**config.mk**
```make
export PLATFORM = sky130hd
export DESIGN_NAME = uart_cmd_master
export DESIGN_NICKNAME = d
export VERILOG_FILES = /design/src/hw/uart_cmd_pkg.sv /design/src/hw/cmd_sequencer.sv /design/src/hw/uart_cmd_master.sv /design/src/hw/uart_rx_frame.sv /design/src/hw/uart_tx_frame.sv
export SDC_FILE = /design/constraint.sdc
export NUM_CORES = 1
export LEC_CHECK = 0
export ABC_AREA = 0
export BUFFER_PORTS_ARGS = -buffer_cell sky130_fd_sc_hd__clkbuf_2
export CAP_MARGIN = 40
export CORE_MARGIN = 2
export CORE_UTILIZATION = 55
export CTS_CLUSTER_SIZE = 20
export DETAILED_ROUTE_END_ITERATION = 7
export HOLD_SLACK_MARGIN = 0.1
export PLACE_DENSITY = 0.76
export SLEW_MARGIN = 25
export SYNTH_ARGS = -nofsm -noshare
export SYNTH_HDL_FRONTEND = slang
export SYNTH_SLANG_ARGS = --single-unit
export TNS_END_PERCENT = 5
```
**constraint.sdc**
```tcl
create_clock -name clk -period 2.6 [get_ports clk]
set_clock_uncertainty 0.1 [all_clocks]
set_input_delay 0.26 -clock clk [delete_from_list [all_inputs] [get_ports clk]]
set_output_delay 0.26 -clock clk [all_outputs]
set_load 0.02 [all_outputs]
```
**src/hw/uart_cmd_pkg.sv**
```systemverilog
`default_nettype none

package uart_cmd_pkg;

  // one bit time in clock cycles, 115200 baud from 50 MHz
  localparam int BIT_CYCLES = 434;

  // command word and its fields
  localparam int CMD_WIDTH = 16;
  localparam int BYTE_WIDTH = 8;
  // set for a write, clear for a read
  localparam int WRITE_BIT = 15;

  // frame layout: start, 8 data, even parity, stop
  localparam int FRAME_BITS = 11;

  // idle bit times between high and low command frames
  localparam int GAP_BITS = 2;

  // bit times to wait for the reply start bit
  localparam int REPLY_TIMEOUT_BITS = 24;

endpackage

`default_nettype wire

```
**src/hw/cmd_sequencer.sv**
```systemverilog
`timescale 1ns/100ps
`default_nettype none

module cmd_sequencer (
  input  logic                              clk,
  input  logic                              rst_n,
  input  logic [uart_cmd_pkg::CMD_WIDTH-1:0]  cmd_in,
  input  logic                              cmd_vld,
  output logic                              cmd_rdy,
  output logic                              tx_start,
  output logic [uart_cmd_pkg::BYTE_WIDTH-1:0] tx_byte,
  input  logic                              tx_done,
  output logic                              rx_en,
  input  logic                              rx_busy,
  input  logic                              rx_done,
  input  logic                              rx_fault,
  input  logic [uart_cmd_pkg::BYTE_WIDTH-1:0] rx_data,
  output logic [uart_cmd_pkg::BYTE_WIDTH-1:0] read_data,
  output logic                              read_rdy,
  output logic                              read_err
);

  import uart_cmd_pkg::*;

  typedef enum logic [2:0] {
    S_IDLE,
    S_SEND_HI,
    S_GAP,
    S_SEND_LO,
    S_AWAIT,
    S_REPLY
  } seq_state_t;

  seq_state_t                              state;
  logic [CMD_WIDTH-1:0]                    cmd_q;
  logic [$clog2(BIT_CYCLES)-1:0]           cyc_cnt;
  logic [$clog2(REPLY_TIMEOUT_BITS)-1:0]   bit_cnt;
  logic                                    accept;
  logic                                    gap_end;
  logic                                    timeout;
  logic                                    reply_ok;

  assign cmd_rdy = (state == S_IDLE);
  assign rx_en   = (state == S_AWAIT);
  assign accept  = cmd_vld && cmd_rdy;
  assign tx_byte = (state == S_SEND_HI) ? cmd_q[CMD_WIDTH-1:BYTE_WIDTH] : cmd_q[BYTE_WIDTH-1:0];

  // one cycle short, the tx engine spends a cycle loading the next frame
  assign gap_end  = (bit_cnt == GAP_BITS - 1) && (cyc_cnt == BIT_CYCLES - 2);
  assign timeout  = !rx_busy && (bit_cnt == REPLY_TIMEOUT_BITS - 1) &&
                    (cyc_cnt == BIT_CYCLES - 1);
  assign reply_ok = (state == S_AWAIT) && rx_done && !rx_fault;

  always_ff @(posedge clk or negedge rst_n)
  begin
    if (!rst_n)
    begin
      state    <= S_IDLE;
      tx_start <= 1'b0;
      read_rdy <= 1'b0;
      read_err <= 1'b0;
      cyc_cnt  <= '0;
      bit_cnt  <= '0;
    end
    else
    begin
      tx_start <= 1'b0;
      read_rdy <= 1'b0;
      read_err <= 1'b0;
      if (cyc_cnt == BIT_CYCLES - 1)
      begin
        cyc_cnt <= '0;
        bit_cnt <= bit_cnt + 1'b1;
      end
      else
      begin
        cyc_cnt <= cyc_cnt + 1'b1;
      end
      case (state)
        S_IDLE:
        begin
          if (accept)
          begin
            state    <= S_SEND_HI;
            tx_start <= 1'b1;
          end
        end
        S_SEND_HI:
        begin
          if (tx_done)
          begin
            state   <= S_GAP;
            cyc_cnt <= '0;
            bit_cnt <= '0;
          end
        end
        S_GAP:
        begin
          if (gap_end)
          begin
            state    <= S_SEND_LO;
            tx_start <= 1'b1;
          end
        end
        S_SEND_LO:
        begin
          if (tx_done)
          begin
            state   <= cmd_q[WRITE_BIT] ? S_IDLE : S_AWAIT;
            cyc_cnt <= '0;
            bit_cnt <= '0;
          end
        end
        S_AWAIT:
        begin
          if (rx_done)
          begin
            state    <= S_REPLY;
            read_rdy <= !rx_fault;
            read_err <= rx_fault;
          end
          else if (timeout)
          begin
            state    <= S_REPLY;
            read_err <= 1'b1;
          end
          else if (rx_busy)
          begin
            // the timeout only covers the wait for a start bit
            cyc_cnt <= cyc_cnt;
            bit_cnt <= bit_cnt;
          end
        end
        S_REPLY:
        begin
          state <= S_IDLE;
        end
        default:
        begin
          state <= S_IDLE;
        end
      endcase
    end
  end

  always_ff @(posedge clk)
  begin
    if (accept)
      cmd_q <= cmd_in;
  end

  always_ff @(posedge clk or negedge rst_n)
  begin
    if (!rst_n)
      read_data <= '0;
    else if (reply_ok)
      read_data <= rx_data;
  end

  a_rdy_err_exclusive: assert property (
    @(posedge clk) disable iff (!rst_n) !(read_rdy && read_err)
  );

  a_start_in_send: assert property (
    @(posedge clk) disable iff (!rst_n)
    tx_start |-> (state == S_SEND_HI) || (state == S_SEND_LO)
  );

endmodule

`default_nettype wire

```
**src/hw/uart_cmd_master.sv**
```systemverilog
`timescale 1ns/100ps
`default_nettype none

module uart_cmd_master (
  input  logic                              clk,
  input  logic                              rst_n,
  input  logic [uart_cmd_pkg::CMD_WIDTH-1:0]  cmd_in,
  input  logic                              cmd_vld,
  input  logic                              rx,
  output logic                              cmd_rdy,
  output logic                              tx,
  output logic [uart_cmd_pkg::BYTE_WIDTH-1:0] read_data,
  output logic                              read_rdy,
  output logic                              read_err
);

  import uart_cmd_pkg::*;

  logic                  tx_start;
  logic [BYTE_WIDTH-1:0] tx_byte;
  logic                  tx_done;
  logic                  rx_en;
  logic                  rx_busy;
  logic [BYTE_WIDTH-1:0] rx_data;
  logic                  rx_done;
  logic                  rx_fault;

  cmd_sequencer i_seq (
    .clk       (clk),
    .rst_n     (rst_n),
    .cmd_in    (cmd_in),
    .cmd_vld   (cmd_vld),
    .cmd_rdy   (cmd_rdy),
    .tx_start  (tx_start),
    .tx_byte   (tx_byte),
    .tx_done   (tx_done),
    .rx_en     (rx_en),
    .rx_busy   (rx_busy),
    .rx_done   (rx_done),
    .rx_fault  (rx_fault),
    .rx_data   (rx_data),
    .read_data (read_data),
    .read_rdy  (read_rdy),
    .read_err  (read_err)
  );

  uart_tx_frame i_tx (
    .clk      (clk),
    .rst_n    (rst_n),
    .tx_start (tx_start),
    .tx_byte  (tx_byte),
    .tx       (tx),
    .tx_done  (tx_done)
  );

  uart_rx_frame i_rx (
    .clk      (clk),
    .rst_n    (rst_n),
    .rx       (rx),
    .rx_en    (rx_en),
    .rx_busy  (rx_busy),
    .rx_data  (rx_data),
    .rx_done  (rx_done),
    .rx_fault (rx_fault)
  );

endmodule

`default_nettype wire

```
**src/hw/uart_rx_frame.sv**
```systemverilog
`timescale 1ns/100ps
`default_nettype none

module uart_rx_frame (
  input  logic                              clk,
  input  logic                              rst_n,
  input  logic                              rx,
  input  logic                              rx_en,
  output logic                              rx_busy,
  output logic [uart_cmd_pkg::BYTE_WIDTH-1:0] rx_data,
  output logic                              rx_done,
  output logic                              rx_fault
);

  import uart_cmd_pkg::*;

  typedef enum logic [1:0] {
    R_IDLE,
    R_START,
    R_DATA
  } rx_state_t;

  rx_state_t                       state;
  logic                            rx_s1;
  logic                            rx_s2;
  logic                            rx_s3;
  logic [$clog2(BIT_CYCLES)-1:0]   cyc_cnt;
  logic [$clog2(FRAME_BITS)-1:0]   bit_idx;
  // data bits then parity, LSB first
  logic [BYTE_WIDTH:0]             shreg;
  logic                            fall;
  logic                            sample;

  assign fall    = rx_s3 && !rx_s2;
  assign sample  = (state == R_DATA) && (cyc_cnt == BIT_CYCLES - 1);
  assign rx_busy = (state == R_DATA);

  // stop bit is the last sample of the frame
  assign rx_done  = sample && (bit_idx == FRAME_BITS - 2);
  assign rx_data  = shreg[BYTE_WIDTH-1:0];
  assign rx_fault = (^shreg) || !rx_s2;

  always_ff @(posedge clk or negedge rst_n)
  begin
    if (!rst_n)
    begin
      rx_s1 <= 1'b1;
      rx_s2 <= 1'b1;
      rx_s3 <= 1'b1;
    end
    else
    begin
      rx_s1 <= rx;
      rx_s2 <= rx_s1;
      rx_s3 <= rx_s2;
    end
  end

  always_ff @(posedge clk or negedge rst_n)
  begin
    if (!rst_n)
    begin
      state   <= R_IDLE;
      cyc_cnt <= '0;
      bit_idx <= '0;
    end
    else
    begin
      case (state)
        R_IDLE:
        begin
          if (rx_en && fall)
          begin
            state   <= R_START;
            cyc_cnt <= '0;
          end
        end
        R_START:
        begin
          // recheck at half a bit, a short glitch goes back to idle
          if (cyc_cnt == BIT_CYCLES / 2 - 1)
          begin
            cyc_cnt <= '0;
            bit_idx <= '0;
            state   <= rx_s2 ? R_IDLE : R_DATA;
          end
          else if (!rx_en)
          begin
            state <= R_IDLE;
          end
          else
          begin
            cyc_cnt <= cyc_cnt + 1'b1;
          end
        end
        R_DATA:
        begin
          if (sample)
          begin
            cyc_cnt <= '0;
            bit_idx <= bit_idx + 1'b1;
            if (rx_done)
              state <= R_IDLE;
          end
          else
          begin
            cyc_cnt <= cyc_cnt + 1'b1;
          end
        end
        default:
        begin
          state <= R_IDLE;
        end
      endcase
    end
  end

  always_ff @(posedge clk)
  begin
    if (sample && (bit_idx < FRAME_BITS - 2))
      shreg <= {rx_s2, shreg[BYTE_WIDTH:1]};
  end

  a_done_one_cycle: assert property (
    @(posedge clk) disable iff (!rst_n) rx_done |=> !rx_done
  );

endmodule

`default_nettype wire

```
**src/hw/uart_tx_frame.sv**
```systemverilog
`timescale 1ns/100ps
`default_nettype none

module uart_tx_frame (
  input  logic                              clk,
  input  logic                              rst_n,
  input  logic                              tx_start,
  input  logic [uart_cmd_pkg::BYTE_WIDTH-1:0] tx_byte,
  output logic                              tx,
  output logic                              tx_done
);

  import uart_cmd_pkg::*;

  logic                            busy;
  logic [$clog2(BIT_CYCLES)-1:0]   cyc_cnt;
  logic [$clog2(FRAME_BITS)-1:0]   bit_cnt;
  // stop, parity and data bits still to go out after the start bit
  logic [BYTE_WIDTH+1:0]           shreg;
  logic                            load;
  logic                            bit_end;

  assign load    = tx_start && !busy;
  assign bit_end = busy && (cyc_cnt == BIT_CYCLES - 1);
  assign tx_done = bit_end && (bit_cnt == FRAME_BITS - 1);

  always_ff @(posedge clk or negedge rst_n)
  begin
    if (!rst_n)
    begin
      busy    <= 1'b0;
      tx      <= 1'b1;
      cyc_cnt <= '0;
      bit_cnt <= '0;
    end
    else if (load)
    begin
      busy    <= 1'b1;
      tx      <= 1'b0;
      cyc_cnt <= '0;
      bit_cnt <= '0;
    end
    else if (busy)
    begin
      if (bit_end)
      begin
        cyc_cnt <= '0;
        if (tx_done)
        begin
          busy <= 1'b0;
          tx   <= 1'b1;
        end
        else
        begin
          tx      <= shreg[0];
          bit_cnt <= bit_cnt + 1'b1;
        end
      end
      else
      begin
        cyc_cnt <= cyc_cnt + 1'b1;
      end
    end
  end

  // even parity: total count of ones over data and parity is even
  always_ff @(posedge clk)
  begin
    if (load)
      shreg <= {1'b1, ^tx_byte, tx_byte};
    else if (bit_end)
      shreg <= {1'b0, shreg[BYTE_WIDTH+1:1]};
  end

  a_no_start_while_busy: assert property (
    @(posedge clk) disable iff (!rst_n) tx_start |-> !busy
  );

endmodule

`default_nettype wire

```
Yosys cells after proc, flatten, opt, wreduce, memory -nomap -nowiden. Cells that the tools add are included.

Equality and inequality tests: 28. Reduce and logical (&&, ||, !) cells: 34. $add $sub $neg: 6. Magnitude comparators: 1. Muxes and demuxes: 61.

Operators by type and width (number): $mux 9 (14); $eq 9x9->1 const B (4); $add 9x1->9 const B (3); $pmux 9 s3 (1); $mux 5 (5); $mux 4 (6); $mux 3 (7); $pmux 9 s2 (1); $mux 1 (15); $pmux 3 s5 (1); $logic_and 1x1->1 (14); $ne 2x1->1 const B (7); $mux 2 (6); $pmux 5 s2 (1); $eq 9x8->1 const B (1); $reduce_and 3->1 (3); $reduce_xor 9->1 (1); $add 4x1->4 const B (2); $eq 4x4->1 const B (2); $mux 8 (1); $pmux 4 s2 (1); $reduce_xor 8->1 (1); $eq 3x2->1 const B (2); $ne 3x3->1 const B (2); other kinds (23) (29).

Output and inout bits: 12. Word-level logic and storage cells: 151. Bits in registers: 96. Bits of input ports: 20.

Depth between registers and ports, before layout.
Depth in word-level cells: 7. Mapped depth: 9. Gate-level depth less buffers: 7.

By module. From an unflattened synthesis, not the netlist that was laid out.

Cell total of the unflattened synthesis: 459. Area, all modules: 5043.6 µm².

By module, submodules not included: cmd_sequencer (cells an instance 165, seq. area each 1181.1 µm², area an instance 2069.5 µm², instances 1); uart_rx_frame (cells an instance 150, seq. area each 724.4 µm², area an instance 1626.6 µm², instances 1); uart_tx_frame (cells an instance 144, seq. area each 666.9 µm², area an instance 1347.5 µm², instances 1).

Least setup slack after synthesis. Ideal clock, no wire load.

Kind: flip-flop to flip-flop. Start point: register i_seq.state[1]. End point: register i_seq.cmd_q[0] (enable). Arrival: 2.285 ns. Setup slack: -0.221 ns. Data required time: 2.064 ns. Buffers on the path: 1. Library setup time: 0.436 ns. Stages on the path, launching flop included: 3. Period minus slack after synthesis: 2.821 ns. Cell sequence: dfrtp_1 buf_2 nor4b_1.

Longest elaborated chain between the ends: 2.

Ends and longest elaborated chain: start: declaration (line cmd_sequencer.sv:34) `seq_state_t state;`; start signal: assignment (line cmd_sequencer.sv:109) `state <= cmd_q[WRITE_BIT] ? S_IDLE : S_AWAIT;`; $logic_not 3->1 (line cmd_sequencer.sv:43) `assign cmd_rdy = (state == S_IDLE);`; $logic_and 1x1->1 (line cmd_sequencer.sv:45) `assign accept = cmd_vld && cmd_rdy;`; named net i_seq.accept (line cmd_sequencer.sv:38) `logic accept;`; end signal: assignment (line cmd_sequencer.sv:149) `cmd_q <= cmd_in;`; end: declaration (line cmd_sequencer.sv:35) `logic [CMD_WIDTH-1:0] cmd_q;`.

The timed path passes the listed nets, and every way through them passes these cells. A chain may end at the register's enable or synchronous reset.

Worst setup path in the final report.
Start point: register i_tx.cyc_cnt[3]. End point: register i_seq.cyc_cnt[0].

Longest elaborated chain between the ends: 5.

Ends and longest elaborated chain: start: declaration (line uart_tx_frame.sv:16) `logic [$clog2(BIT_CYCLES)-1:0] cyc_cnt;`; start signal: assignment (line uart_tx_frame.sv:61) `cyc_cnt <= cyc_cnt + 1'b1;`; $eq 9x9->1 (line uart_tx_frame.sv:24) `assign bit_end = busy && (cyc_cnt == BIT_CYCLES - 1);`; $logic_and 1x1->1 (line uart_tx_frame.sv:24); $logic_and 1x1->1 (line uart_tx_frame.sv:25) `assign tx_done = bit_end && (bit_cnt == FRAME_BITS - 1);`; $mux 9 (line cmd_sequencer.sv:90, cmd_sequencer.sv:107); $pmux 9 s2 (line cmd_sequencer.sv:79) `case (state)`; end signal: assignment (line cmd_sequencer.sv:77) `cyc_cnt <= cyc_cnt + 1'b1;`; end signal: assignment (line cmd_sequencer.sv:130) `cyc_cnt <= cyc_cnt;`; end: declaration (line cmd_sequencer.sv:36) `logic [$clog2(BIT_CYCLES)-1:0] cyc_cnt;`.

Every way passes these cells.

==> run metrics <==
Core Util, Final 64.1%; Min-Delay Path Class primary input to flip-flop; cell total after placement 557; synthesized flop and latch total 96; 1st-iter DRT viols approximately 150; Max FO, Critical Path 8; Initial Utilization a little under three fifths; Reg area between 0.002 and 0.003 sq mm; Synth Warn # 0; Area growth, synth to finish 15.0%; CTS Sinks 96; minimum clock period 2.32 ns; DRC viols 0; CP Data Required Time 2.75 ns; Die Ht about 100 microns; GPL Wtd Cong approximately 0.84; core area 0.00859 sq mm; wirelength, routed just over 9 mm; final net count 517; status completed; Switch Pwr between 0.7 and 0.8 mW; P_leak 2.47 nW; initial antenna violation count 0; Wirelength per Cell roughly 16 microns; post-synthesis sequential area ratio 53.7%; vias in the first global route roughly 3100; switching power share of the total a little over a quarter; Cell Rows 34; Fin. Hold Viols 0; Detail Placement HPWL roughly 6.6 mm; CTS tree yes; Max Cap Viol 0; io pins 32; post-CTS sizing 0; WS Path Type flip-flop to flip-flop; crit end category flip-flop; worst skew pair latency 0.36 ns; syn_area_per_cell 11.6 sq um; Achievable Freq between 400 and 500 MHz; R2R Setup Slk 0.28 ns; gr usage total 20.1%; Flop pwr share just under 60%; fill cell count 659; IO Port Bufs 31; Syn Inst Count 414; met1 usage 28.2%; final slew viol count 0; top_reg_cell synth dfrtp_1; clock buffer count from CTS 9; Internal 2.15 mW; Startpoint Class flip-flop; die span in x 97.3 microns; ys async rst share 63.5%; Root Driver clkbuf_8; Max VDD drop 0.000373 V; Comb power frac 9.9%; met2 usage 32.5%; Clk pin slew, worst setup/hold paths 0.09 ns; Netlist Area Pre-Place 0.00479 sq mm; CTS max path bufs 2; antenna-violating nets left 0; Vias/cell approximately 5.6; Die ar. between 0.009 and 0.01 sq mm; largest net degree at the start of global routing 23; number of synthesized flops with an enable pin 34; final setup TNS 0 ns; H-tree lvl count 3; measured slew at the worst slew-check pin 0.642 ns; final cell count without fillers 591; first-pass GRT wire length 15.3 mm; critical path arrival 2.47 ns; DRT Pass-1 Iters 4; Synthesized Nets roughly 450; layout cells sized above 1 20.1%; ANT cells 0; Worst slew margin 57.0%; post-synth cell types 64; GR Util met3 4.17%; final worst path period share about nine tenths; grt peak-use layer met2; Final Setup Violations 0; RSZ-0062 raised after global routing no; via count ~3300; multi-input logic area 0.00210 sq mm; Pwr Density 533 mW/mm^2; Clk pwr share 31.3%; GRT overflow 0
## synthesized netlist by cell type (all sizes together) (11+ instances only)
cell type | instances | area [sq um]
dfrtp | 57 | 1430
nand2 | 35 | 131
edfxtp | 34 | 1020
o21ai | 34 | 170
nor2 | 28 | 128
xnor2 | 24 | 210
inv | 20 | 75.1
a22o | 19 | 168
ha | 19 | 238
nand3 | 15 | 75.1
mux2 | 11 | 128
mux2i | 11 | 110
nor3 | 11 | 65.1
## critical path, cell delays in order (launching register included)
cell	delay, ns
dfrtp_1	0.44
or3b_4	0.43
or3_1	0.41
o31ai_4	0.46
nor2_4	0.11
mux2_4	0.27
## path summary, 6_finish.rpt
path	startpoint	endpoint	cells past startpoint
worst max-delay path	i_tx.cyc_cnt[3]	i_seq.cyc_cnt[0]	5
worst min-delay path	cmd_vld	i_seq.tx_start	3
worst max register to register	i_tx.cyc_cnt[3]	i_seq.cyc_cnt[0]	5
worst min register to register	i_rx.rx_s1	i_rx.rx_s2	0
max in group asynchronous	rst_n	i_tx.tx	3
min in group asynchronous	rst_n	i_seq.cyc_cnt[4]	2
## placed cells by master (no fill, tap or decap), types with 19 or more instances in the layout
cell | netlist | layout
clkbuf_2 | 0 | 31
o21ai_0 | 27 | 27
xnor2_1 | 24 | 24
inv_1 | 20 | 20
edfxtp_1 | 34 | 34
nand2_1 | 35 | 35
dfrtp_1 | 57 | 57
nor2_1 | 25 | 25
ha_1 | 19 | 19
## state kept, by name (all words and copies together), names as in the netlist, 2 cells and up
| register | count |
|---|---|
| i_tx.shreg | 10 |
| i_seq.cyc_cnt | 9 |
| i_tx.bit_cnt | 4 |
| i_seq.state | 3 |
| i_seq.cmd_q | 16 |
| i_rx.bit_idx | 4 |
| i_rx.cyc_cnt | 9 |
| i_rx.state | 2 |
| i_seq.bit_cnt | 5 |
| i_rx.shreg | 9 |
| i_seq.read_data | 8 |
| i_tx.cyc_cnt | 9 |
## through the flow
step           power (mW)  instance area (sq um)  setup slack [ns]  hold WS, ns
2_1_floorplan        1.93                   4790             0.359       -0.136
3_3_place_gp         2.01                   5140             0.330        0.146
3_5_place_dp         2.02                   5140             0.280        0.145
4_1_cts              2.97                   5500             0.266        0.207
5_1_grt              3.07                   5500             0.129        0.238
6_report             2.93                   5500             0.276        0.256
## routing by layer
layer / vias up / wire length (microns)
met5: - / 0
met4: 0 / 34
met3: 2 / 341
met2: 73 / 4630
met1: 1609 / 4250
li1: 1619 / -
## cell type report
| class | count | share of cell area [%] |
|---|---|---|
| sequential | 96 | 46.7 |
| multi-input combinational | 288 | 38.1 |
| timing repair buffer | 63 | 8.00 |
| tap | 108 | 2.46 |
| clock buffer | 9 | 2.25 |
| inverter | 20 | 1.36 |
| clock inverter | 7 | 1.09 |
## logic make-up after synthesis
logic type	after synthesis	synth area share, %
and+or+nand+nor	141	16.5
DFF	96	53.7
AOI/OAI and AO/OA	74	11.1
xor gates and xnor gates	32	6.14
buffers and inverters	30	2.59
muxes	22	4.97
adders and majority gates	19	4.97
## timing repair
item	in CTS	in global routing
hold buffers	18	0
endpoints found under the setup margin	0	0
setup buffers	0	0
endpoints found under the hold margin	34	0
## power by group through the flow
stage / registers (mW) / logic, mW / clock network [mW]
3_3_place_gp: 1.75 / 0.259 / 0
2_1_floorplan: 1.73 / 0.199 / 0
6_report: 1.72 / 0.292 / 0.918
3_5_place_dp: 1.75 / 0.269 / 0
5_1_grt: 1.74 / 0.328 / 1.01
4_1_cts: 1.72 / 0.293 / 0.950
Note: power is estimated with default switching activity, not from simulation.
